--- src/common/muldiv_consts.svh ---
//####################
// muldiv constants
// word widths and iteration count of the mul/div cluster
//####################
`ifndef MULDIV_CONSTS_SVH
`define MULDIV_CONSTS_SVH

// data word width
`define MD_XLEN 32

// register file address width
`define MD_RADDR_W 5

// one result bit per iteration
`define MD_ITER 32

`endif

--- src/common/muldiv_pkg.sv ---
//####################
// muldiv_pkg
// op codes of the mul/div units and the write-back source id
//####################
package muldiv_pkg;

    // one-hot divider ops
    typedef enum logic [3:0] {
        DIV  = 4'b0001,
        DIVU = 4'b0010,
        REM  = 4'b0100,
        REMU = 4'b1000
    } div_op_t;

    // one-hot multiplier ops
    typedef enum logic [3:0] {
        MUL    = 4'b0001,
        MULH   = 4'b0010,
        MULHSU = 4'b0100,
        MULHU  = 4'b1000
    } mul_op_t;

    typedef enum logic {
        SRC_MUL = 1'b0,
        SRC_DIV = 1'b1
    } wb_src_t;  // last write-back grant

endpackage

--- src/div/exu_div.sv ---
//####################
// exu_div
// iterative RV32 divider, one quotient bit per cycle by trial subtraction
// start is held for the whole operation, dropping it aborts
//####################
`timescale 1ns/1ns
`include "muldiv_consts.svh"

module exu_div (
    input  logic                     clk,
    input  logic                     arst_n_i,
    input  logic                     start_i,     // held until ready
    input  muldiv_pkg::div_op_t      op_i,
    input  logic [`MD_XLEN-1:0]      dividend_i,
    input  logic [`MD_XLEN-1:0]      divisor_i,
    input  logic [`MD_RADDR_W-1:0]   waddr_i,
    output logic [`MD_XLEN-1:0]      result_o,
    output logic                     ready_o,     // one-cycle pulse
    output logic                     busy_o,
    output logic [`MD_RADDR_W-1:0]   waddr_o
);

    localparam int CNT_W = $clog2(`MD_ITER);

    typedef enum logic [3:0] {
        ST_IDLE  = 4'b0001,
        ST_START = 4'b0010,
        ST_CALC  = 4'b0100,
        ST_END   = 4'b1000
    } state_t;

    state_t                  state;
    logic [CNT_W-1:0]        cnt;
    muldiv_pkg::div_op_t     op_r;
    logic [`MD_XLEN-1:0]     dvd_r;       // dividend, quotient shifts in from the right
    logic [`MD_XLEN-1:0]     dsr_r;
    logic [`MD_XLEN-1:0]     rem_r;       // partial remainder
    logic                    inv_r;       // negate result at the end

    logic                    is_signed;
    logic                    want_quot;
    logic                    dvd_neg;
    logic                    dsr_neg;
    logic [`MD_XLEN:0]       trial;
    logic [`MD_XLEN:0]       trial_diff;
    logic                    trial_ge;
    logic [`MD_XLEN-1:0]     sel_val;

    assign is_signed = (op_r == muldiv_pkg::DIV) || (op_r == muldiv_pkg::REM);
    assign want_quot = (op_r == muldiv_pkg::DIV) || (op_r == muldiv_pkg::DIVU);
    assign dvd_neg   = is_signed & dvd_r[`MD_XLEN-1];
    assign dsr_neg   = is_signed & dsr_r[`MD_XLEN-1];

    // next remainder candidate, borrow bit tells whether the divisor fits
    assign trial      = {rem_r, dvd_r[`MD_XLEN-1]};
    assign trial_diff = trial - {1'b0, dsr_r};
    assign trial_ge   = ~trial_diff[`MD_XLEN];

    assign sel_val = want_quot ? dvd_r : rem_r;

    always_ff @(posedge clk or negedge arst_n_i) begin
        if (!arst_n_i) begin
            state   <= ST_IDLE;
            cnt     <= '0;
            ready_o <= 1'b0;
            busy_o  <= 1'b0;
        end else begin
            ready_o <= 1'b0;
            if (state != ST_IDLE && !start_i) begin
                state  <= ST_IDLE;  // abort, no ready
                busy_o <= 1'b0;
            end else begin
                case (state)
                    ST_IDLE: begin
                        if (start_i) begin
                            state  <= ST_START;
                            busy_o <= 1'b1;
                        end
                    end
                    ST_START: begin
                        if (dsr_r == '0) begin
                            state   <= ST_IDLE;  // divide by zero, done at once
                            busy_o  <= 1'b0;
                            ready_o <= 1'b1;
                        end else begin
                            state <= ST_CALC;
                            cnt   <= CNT_W'(`MD_ITER - 1);
                        end
                    end
                    ST_CALC: begin
                        if (cnt == '0) begin
                            state <= ST_END;
                        end
                        cnt <= cnt - 1'b1;
                    end
                    ST_END: begin
                        state   <= ST_IDLE;
                        busy_o  <= 1'b0;
                        ready_o <= 1'b1;
                    end
                    default: begin
                        state  <= ST_IDLE;
                        busy_o <= 1'b0;
                    end
                endcase
            end
        end
    end

    // operand and result path
    always_ff @(posedge clk) begin
        case (state)
            ST_IDLE: begin
                if (start_i) begin
                    op_r    <= op_i;
                    dvd_r   <= dividend_i;
                    dsr_r   <= divisor_i;
                    waddr_o <= waddr_i;
                end
            end
            ST_START: begin
                rem_r <= '0;
                // quotient sign from both operands, remainder takes the dividend's
                inv_r <= want_quot ? (dvd_neg ^ dsr_neg) : dvd_neg;
                if (dvd_neg) begin
                    dvd_r <= -dvd_r;
                end
                if (dsr_neg) begin
                    dsr_r <= -dsr_r;
                end
                if (dsr_r == '0) begin
                    result_o <= want_quot ? '1 : dvd_r;  // RV32 div by zero
                end
            end
            ST_CALC: begin
                dvd_r <= {dvd_r[`MD_XLEN-2:0], trial_ge};
                rem_r <= trial_ge ? trial_diff[`MD_XLEN-1:0] : trial[`MD_XLEN-1:0];
            end
            ST_END: begin
                result_o <= inv_r ? -sel_val : sel_val;
            end
            default: ;
        endcase
    end

endmodule

--- src/mul/exu_mul.sv ---
//####################
// exu_mul
// iterative shift-add multiplier, low or high product word with sign fix
//####################
`timescale 1ns/1ns
`include "muldiv_consts.svh"

module exu_mul (
    input  logic                     clk,
    input  logic                     arst_n_i,
    input  logic                     start_i,     // held until ready
    input  muldiv_pkg::mul_op_t      op_i,
    input  logic [`MD_XLEN-1:0]      a_i,
    input  logic [`MD_XLEN-1:0]      b_i,
    input  logic [`MD_RADDR_W-1:0]   waddr_i,
    output logic [`MD_XLEN-1:0]      result_o,
    output logic                     ready_o,
    output logic                     busy_o,
    output logic [`MD_RADDR_W-1:0]   waddr_o
);

    localparam int CNT_W = $clog2(`MD_ITER);

    typedef enum logic [2:0] {
        ST_IDLE = 3'b001,
        ST_CAP  = 3'b010,
        ST_CALC = 3'b100
    } state_t;

    state_t                   state;
    logic [CNT_W-1:0]         cnt;
    muldiv_pkg::mul_op_t      op_r;
    logic [`MD_XLEN-1:0]      a_r;        // multiplicand
    logic [`MD_XLEN-1:0]      b_r;
    logic [2*`MD_XLEN-1:0]    prod_r;     // {acc, multiplier bits still to use}
    logic                     neg_r;

    logic                     a_neg;
    logic                     b_neg;
    logic [`MD_XLEN:0]        part_sum;
    logic [2*`MD_XLEN-1:0]    prod_next;
    logic [2*`MD_XLEN-1:0]    prod_fix;

    // MUL low word is sign independent, handled as unsigned
    assign a_neg = ((op_r == muldiv_pkg::MULH) || (op_r == muldiv_pkg::MULHSU)) & a_r[`MD_XLEN-1];
    assign b_neg = (op_r == muldiv_pkg::MULH) & b_r[`MD_XLEN-1];

    assign part_sum  = {1'b0, prod_r[2*`MD_XLEN-1:`MD_XLEN]} + (prod_r[0] ? {1'b0, a_r} : '0);
    assign prod_next = {part_sum, prod_r[`MD_XLEN-1:1]};
    assign prod_fix  = neg_r ? -prod_next : prod_next;

    always_ff @(posedge clk or negedge arst_n_i) begin
        if (!arst_n_i) begin
            state   <= ST_IDLE;
            cnt     <= '0;
            ready_o <= 1'b0;
            busy_o  <= 1'b0;
        end else begin
            ready_o <= 1'b0;
            if (state != ST_IDLE && !start_i) begin
                state  <= ST_IDLE;  // abort
                busy_o <= 1'b0;
            end else begin
                case (state)
                    ST_IDLE: begin
                        if (start_i) begin
                            state  <= ST_CAP;
                            busy_o <= 1'b1;
                        end
                    end
                    ST_CAP: begin
                        state <= ST_CALC;
                        cnt   <= CNT_W'(`MD_ITER - 1);
                    end
                    ST_CALC: begin
                        if (cnt == '0) begin
                            state   <= ST_IDLE;
                            busy_o  <= 1'b0;
                            ready_o <= 1'b1;
                        end
                        cnt <= cnt - 1'b1;
                    end
                    default: begin
                        state  <= ST_IDLE;
                        busy_o <= 1'b0;
                    end
                endcase
            end
        end
    end

    always_ff @(posedge clk) begin
        case (state)
            ST_IDLE: begin
                if (start_i) begin
                    op_r    <= op_i;
                    a_r     <= a_i;
                    b_r     <= b_i;
                    waddr_o <= waddr_i;
                end
            end
            ST_CAP: begin
                a_r    <= a_neg ? -a_r : a_r;  // magnitudes only from here on
                prod_r <= {{`MD_XLEN{1'b0}}, (b_neg ? -b_r : b_r)};
                neg_r  <= a_neg ^ b_neg;
            end
            ST_CALC: begin
                prod_r <= prod_next;
                if (cnt == '0) begin
                    result_o <= (op_r == muldiv_pkg::MUL) ? prod_fix[`MD_XLEN-1:0]
                                                          : prod_fix[2*`MD_XLEN-1:`MD_XLEN];
                end
            end
            default: ;
        endcase
    end

endmodule

--- src/wb_arbiter.sv ---
//####################
// wb_arbiter
// one pending result per unit onto the shared register write port
// ties go to the unit not granted last
//####################
`timescale 1ns/1ns
`include "muldiv_consts.svh"

module wb_arbiter (
    input  logic                     clk,
    input  logic                     arst_n_i,
    input  logic                     mul_ready_i,
    input  logic [`MD_XLEN-1:0]      mul_result_i,
    input  logic [`MD_RADDR_W-1:0]   mul_waddr_i,
    input  logic                     div_ready_i,
    input  logic [`MD_XLEN-1:0]      div_result_i,
    input  logic [`MD_RADDR_W-1:0]   div_waddr_i,
    output logic                     wb_we_o,
    output logic [`MD_RADDR_W-1:0]   wb_waddr_o,
    output logic [`MD_XLEN-1:0]      wb_wdata_o,
    output muldiv_pkg::wb_src_t      wb_src_o     // last grant
);

    logic                    mul_pend;
    logic                    div_pend;
    logic [`MD_XLEN-1:0]     mul_data;
    logic [`MD_XLEN-1:0]     div_data;
    logic [`MD_RADDR_W-1:0]  mul_addr;
    logic [`MD_RADDR_W-1:0]  div_addr;
    logic                    mul_req;
    logic                    div_req;
    logic                    mul_gnt;
    logic                    div_gnt;

    // a fresh ready can go out directly when the port is free
    assign mul_req = mul_ready_i | mul_pend;
    assign div_req = div_ready_i | div_pend;
    assign mul_gnt = mul_req & (!div_req || wb_src_o == muldiv_pkg::SRC_DIV);
    assign div_gnt = div_req & !mul_gnt;

    always_ff @(posedge clk) begin
        if (mul_ready_i) begin
            mul_data <= mul_result_i;
            mul_addr <= mul_waddr_i;
        end
        if (div_ready_i) begin
            div_data <= div_result_i;
            div_addr <= div_waddr_i;
        end
        if (mul_gnt) begin
            wb_wdata_o <= mul_ready_i ? mul_result_i : mul_data;
            wb_waddr_o <= mul_ready_i ? mul_waddr_i : mul_addr;
        end else if (div_gnt) begin
            wb_wdata_o <= div_ready_i ? div_result_i : div_data;
            wb_waddr_o <= div_ready_i ? div_waddr_i : div_addr;
        end
    end

    always_ff @(posedge clk or negedge arst_n_i) begin
        if (!arst_n_i) begin
            mul_pend <= 1'b0;
            div_pend <= 1'b0;
            wb_we_o  <= 1'b0;
            wb_src_o <= muldiv_pkg::SRC_DIV;  // mul wins the first tie
        end else begin
            mul_pend <= mul_req & ~mul_gnt;   // loser waits one cycle
            div_pend <= div_req & ~div_gnt;
            wb_we_o  <= mul_gnt | div_gnt;
            if (mul_gnt) begin
                wb_src_o <= muldiv_pkg::SRC_MUL;
            end else if (div_gnt) begin
                wb_src_o <= muldiv_pkg::SRC_DIV;
            end
        end
    end

endmodule

--- src/exu_muldiv.sv ---
//####################
// exu_muldiv
// mul/div execution cluster, both units share one write-back port
//####################
`timescale 1ns/1ns
`include "muldiv_consts.svh"

module exu_muldiv (
    input  logic                     clk,
    input  logic                     arst_n_i,
    input  logic                     div_start_i,
    input  muldiv_pkg::div_op_t      div_op_i,
    input  logic [`MD_XLEN-1:0]      div_a_i,
    input  logic [`MD_XLEN-1:0]      div_b_i,
    input  logic [`MD_RADDR_W-1:0]   div_waddr_i,
    input  logic                     mul_start_i,
    input  muldiv_pkg::mul_op_t      mul_op_i,
    input  logic [`MD_XLEN-1:0]      mul_a_i,
    input  logic [`MD_XLEN-1:0]      mul_b_i,
    input  logic [`MD_RADDR_W-1:0]   mul_waddr_i,
    output logic                     div_busy_o,
    output logic                     mul_busy_o,
    output logic                     wb_we_o,
    output logic [`MD_RADDR_W-1:0]   wb_waddr_o,
    output logic [`MD_XLEN-1:0]      wb_wdata_o,
    output muldiv_pkg::wb_src_t      wb_src_o
);

    logic [`MD_XLEN-1:0]     div_result;
    logic                    div_ready;
    logic [`MD_RADDR_W-1:0]  div_waddr;
    logic [`MD_XLEN-1:0]     mul_result;
    logic                    mul_ready;
    logic [`MD_RADDR_W-1:0]  mul_waddr;

    exu_div u_div (
        .clk        (clk),
        .arst_n_i   (arst_n_i),
        .start_i    (div_start_i),
        .op_i       (div_op_i),
        .dividend_i (div_a_i),
        .divisor_i  (div_b_i),
        .waddr_i    (div_waddr_i),
        .result_o   (div_result),
        .ready_o    (div_ready),
        .busy_o     (div_busy_o),
        .waddr_o    (div_waddr)
    );

    exu_mul u_mul (
        .clk      (clk),
        .arst_n_i (arst_n_i),
        .start_i  (mul_start_i),
        .op_i     (mul_op_i),
        .a_i      (mul_a_i),
        .b_i      (mul_b_i),
        .waddr_i  (mul_waddr_i),
        .result_o (mul_result),
        .ready_o  (mul_ready),
        .busy_o   (mul_busy_o),
        .waddr_o  (mul_waddr)
    );

    wb_arbiter u_arb (
        .clk          (clk),
        .arst_n_i     (arst_n_i),
        .mul_ready_i  (mul_ready),
        .mul_result_i (mul_result),
        .mul_waddr_i  (mul_waddr),
        .div_ready_i  (div_ready),
        .div_result_i (div_result),
        .div_waddr_i  (div_waddr),
        .wb_we_o      (wb_we_o),
        .wb_waddr_o   (wb_waddr_o),
        .wb_wdata_o   (wb_wdata_o),
        .wb_src_o     (wb_src_o)
    );

endmodule

--- config.mk ---
export PLATFORM = sky130hd
export DESIGN_NAME = exu_muldiv
export DESIGN_NICKNAME = d
export VERILOG_FILES = /design/src/common/muldiv_pkg.sv /design/src/div/exu_div.sv /design/src/mul/exu_mul.sv /design/src/wb_arbiter.sv /design/src/exu_muldiv.sv
export VERILOG_INCLUDE_DIRS = /design/src /design/src/common
export SDC_FILE = /design/constraint.sdc
export NUM_CORES = 1
export LEC_CHECK = 0
export BUFFER_PORTS_ARGS = -buffer_cell sky130_fd_sc_hd__buf_4
export CAP_MARGIN = 20
export CORE_MARGIN = 10
export CORE_UTILIZATION = 50
export CTS_CLUSTER_SIZE = 12
export DETAILED_ROUTE_END_ITERATION = 8
export HOLD_SLACK_MARGIN = 0.12
export PLACE_DENSITY = 0.71
export SYNTH_ARGS = -nofsm -noshare
export SYNTH_HDL_FRONTEND = slang
export SYNTH_SLANG_ARGS = --single-unit
--- constraint.sdc ---
create_clock -name clk -period 5.6 [get_ports clk]
set_clock_uncertainty 0.1 [all_clocks]
set_input_delay 1.12 -clock clk [delete_from_list [all_inputs] [get_ports clk]]
set_output_delay 1.12 -clock clk [all_outputs]
set_load 0.005 [all_outputs]
==> results.toml <==
[floorplanning]
die_w_um = 249
initial_core_util = 0.503
die_y_um = 249
io_pins = 191
coreArea_sq_um = 52300
die_area_sq_um = 62200
fp-row-count = 84

[routing]
wl_um = 70900
drt_iter0_markers = 1612
vias = 21000
drc = 0
vias_per_cell = 5.91
ant_nets = 0
highest_layer = "met4"
wl_met2_um = 32800
wl_met3_um = 4270
routedWlPerCell_um = 20.0
drt_first_pass_iters = 6
wl_met1_um = 32300

[clock_tree]
cts_setup_buffers = 0
cts_tree = "built"
cts_hold_buf = 0
numClockSinks = 444
htree_levels = 2
path_clk_slew_ns = 0.06
cts-root-buf = "clkbuf_16"
cts_made_buffers = 49
cts_max_path_buffers = 3
clk_latency_ns = 0.59

[power]
pwr-share-comb = 0.272
pwr-share-seq = 0.430
switching_share = 0.331
switchingPower_mw = 3.46
peakVddDrop_mv = 0.253
p_per_area_nw_per_um2 = 348
power_frac_clock = 0.298
intPower_mw = 7.00
p_leak_nw = 11.5

[timing]
grt_setup_unrepaired = "no"
finalSetupViolations = 0
relSlewSlack = 0.212
fmax_ghz = 0.192
fin_crit_ns = 5.20
finalWorstSetupSlack_ns = 0.398
hold_viol_final = 0
worst_pin_slew_ns = 1.17
slew_viol_final = 0
tns_ns = 0
timing.final.crit_share = 0.929

[global_routing]
grt_pass1_vias = 20700
grtUsageTotal = 0.218
grt_max_degree = 98
antenna_found_initial = 0
grt_remaining_overflow = 0
grt_pass1_wl_um = 111000

[layout]
drive_above_1_share = 0.163
fin_cells = 3554
fin_util = 0.575
fillers = 4530
areaGrowthSynthToFinish_pct = 14.3
nets = 3054
antenna_cells = 0
final_cell_area_sq_um = 30100

[synth]
synth_area_per_cell_sq_um = 9.83
syn_nets = 2902
synthArstFlopShare = 0.0563
syn_area_sq_um = 26300
ys_ff_latch = 444
synth_edf_count = 345
synth-seq-area-share = 0.474
yosys.area.top_type_share = 0.394
synth_cells = 2676
synth_top_flop_cell = "edfxtp_1"
synth.area.top_cells = "edfxtp_1, dfxtp_1, o21ai_0"
yosysTopAreaCell = "edfxtp_1"
ys.warnings.count = 0
synthDistinctLibCells = 84

[place]
hpwl_um = 52900
place_ws_ns = 0.448
gp_congestion = 0.919
dp.cells = 3465
postPlaceCellArea_sq_um = 28500
port-buffer-count = 190

[setup_path]
cp_slowest_cell = "or4b_2"
crit_top_cell = "o21bai_1"
r2r_end = "u_div.rem_r[2]"
rrSetupSlack_ns = 0.40
crit_arrival_ns = 5.43
crit_path_max_fanout = 31
cp_num_cells = 16
cp.required_ns = 5.83
cp-end-kind = "flip-flop"
path_buf_inv = 3
worst-r2r-cell-count = 16
critical_path.top_delay_family = "compound AO/OA/AOI/OAI gates"
crit_path_start_kind = "flip-flop"
slowest_delay_ns = 0.61
crit_type = "reg -> reg"
crit_chain = "clkinv_1 -> ha_1 -> fa_1 -> nor2b_1 -> o31ai_1 -> a2111oi_1 -> buf_4 -> o21bai_1 -> a21oi_1 -> o21ai_0 -> o21bai_1 -> or4b_2 -> o211ai_1 -> buf_12 -> mux2i_1 -> nor2_1"
r2r-start = "u_div.dvd_r[31]"

[job]
cap_viol_max_count = 0

[worst_hold_path]
worst_hold_path_type = "in -> async"

[outcome]
status = "finished, final reports clean"
[cells by family after synthesis]
| family | synth area share |
|---|---|
| flip-flops | 0.474 |
| XOR/XNOR | 0.0739 |
| AO/OA/AOI/OAI | 0.151 |
| buffers and inverters | 0.0311 |
| adder cells (fa/ha/maj) | 0.0367 |
| multiplexers | 0.0659 |
| AND/OR/NAND/NOR | 0.168 |
[power groups by stage]
stage	clock [mW]	sequential, mW	combinational, mW
after detailed placement	0	4.56	2.82
after floorplan	0	4.35	2.12
final	3.12	4.50	2.84
after global placement	0	4.54	2.76
after global routing	3.31	4.54	3.15
after CTS	3.18	4.49	2.83
[registers in the layout (all words and copies together), names as in the netlist, 4 cells and up]
register / flops
u_mul.prod_r: 64
u_arb.div_data: 32
u_arb.mul_data: 32
u_arb.wb_wdata_o: 32
u_div.dsr_r: 32
u_div.dvd_r: 32
u_div.rem_r: 32
u_div.result_o: 32
u_mul.a_r: 32
u_mul.b_r: 32
u_mul.result_o: 32
u_arb.div_addr: 5
u_arb.mul_addr: 5
u_arb.wb_waddr_o: 5
u_div.cnt: 5
u_div.waddr_o: 5
u_mul.cnt: 5
u_mul.waddr_o: 5
u_div.op_r: 4
u_div.state: 4
u_mul.op_r: 4
[cell type report]
class,count,area [sq um],share of cell area
inverter,82,308,0.0102
sequential,444,12500,0.415
timing repair buffer,236,1790,0.0596
clock inverter,16,113,0.00374
tap,688,861,0.0286
multi-input combinational,2015,13100,0.436
clock buffer,73,1420,0.0472
[routing by layer]
metal	vias to the layer above	GRT usage
met5	-	0
met4	0	0.0641
met3	112	0.0326
met2	635	0.350
li1	10200	-
met1	10100	0.301
[worst register-to-register path: stages (launching register included)]
cell and delay (ns):
edfxtp_1 0.40, clkinv_1 0.21, ha_1 0.27, fa_1 0.40, nor2b_1 0.17, o31ai_1 0.14, a2111oi_1 0.56, buf_4 0.21
o21bai_1 0.09, a21oi_1 0.28, o21ai_0 0.25, o21bai_1 0.27, or4b_2 0.61, o211ai_1 0.38, buf_12 0.30, mux2i_1 0.25
nor2_1 0.06
[what timing repair did]
item / 4_1_cts / 5_1_grt
endpoints found under the hold margin: 0 / 0
resized for setup: 0 / 1
setup endpoints to repair: 0 / 1
[worst max path at each step]
stage	start	to
after floorplan	u_div.op_r[0]	u_div.result_o[30]
after global placement	u_div.dvd_r[31]	u_div.rem_r[2]
after detailed placement	u_div.dvd_r[31]	u_div.rem_r[16]
after CTS	u_div.dvd_r[31]	u_div.rem_r[16]
after global routing	u_div.dvd_r[31]	u_div.rem_r[3]
final	u_div.dvd_r[31]	u_div.rem_r[2]
[per-stage QoR]
| step | hold slack [ns] | power [mW] |
|---|---|---|
| 2_1_floorplan | 0.347 | 6.47 |
| 3_3_place_gp | 0.353 | 7.30 |
| 3_5_place_dp | 0.360 | 7.37 |
| 4_1_cts | 0.312 | 10.5 |
| 5_1_grt | 0.338 | 11.0 |
| 6_report | 0.326 | 10.5 |
[cell usage after synthesis, types with 62 or more instances]
| cell | count |
|---|---|
| nand2_1 | 279 |
| xnor2_1 | 141 |
| o21ai_0 | 263 |
| and2_1 | 62 |
| dfxtp_1 | 74 |
| clkbuf_1 | 118 |
| mux2_2 | 114 |
| edfxtp_1 | 345 |
| xor2_1 | 81 |
| a21oi_1 | 141 |
| nor2_1 | 226 |
| inv_1 | 80 |
| ha_1 | 74 |
| nor3_1 | 92 |
[layout by cell type (no fill, tap or decap), types with 17 or more instances in the layout]
master,synthesis,final
or4_1,17,17
a211oi_1,19,19
a21oi_1,141,140
ha_1,74,74
clkbuf_1,118,17
o21ai_0,263,263
nand2_1,279,277
o31ai_1,32,32
and2_1,62,62
mux2_2,114,114
nand4_1,17,17
mux2i_1,45,45
nor2b_1,19,19
nor3_1,92,92
clkbuf_16,0,52
xor2_1,81,81
a22oi_1,30,30
edfxtp_1,345,345
nor4_1,32,32
nor2_1,226,222
nand3_1,37,37
buf_4,0,234
a31oi_1,22,22
inv_1,80,80
or3_1,24,24
xnor2_1,141,141
dfxtp_1,74,74
dfrtp_1,22,22
a21o_1,17,17
(Power assumes the default switching activity.)
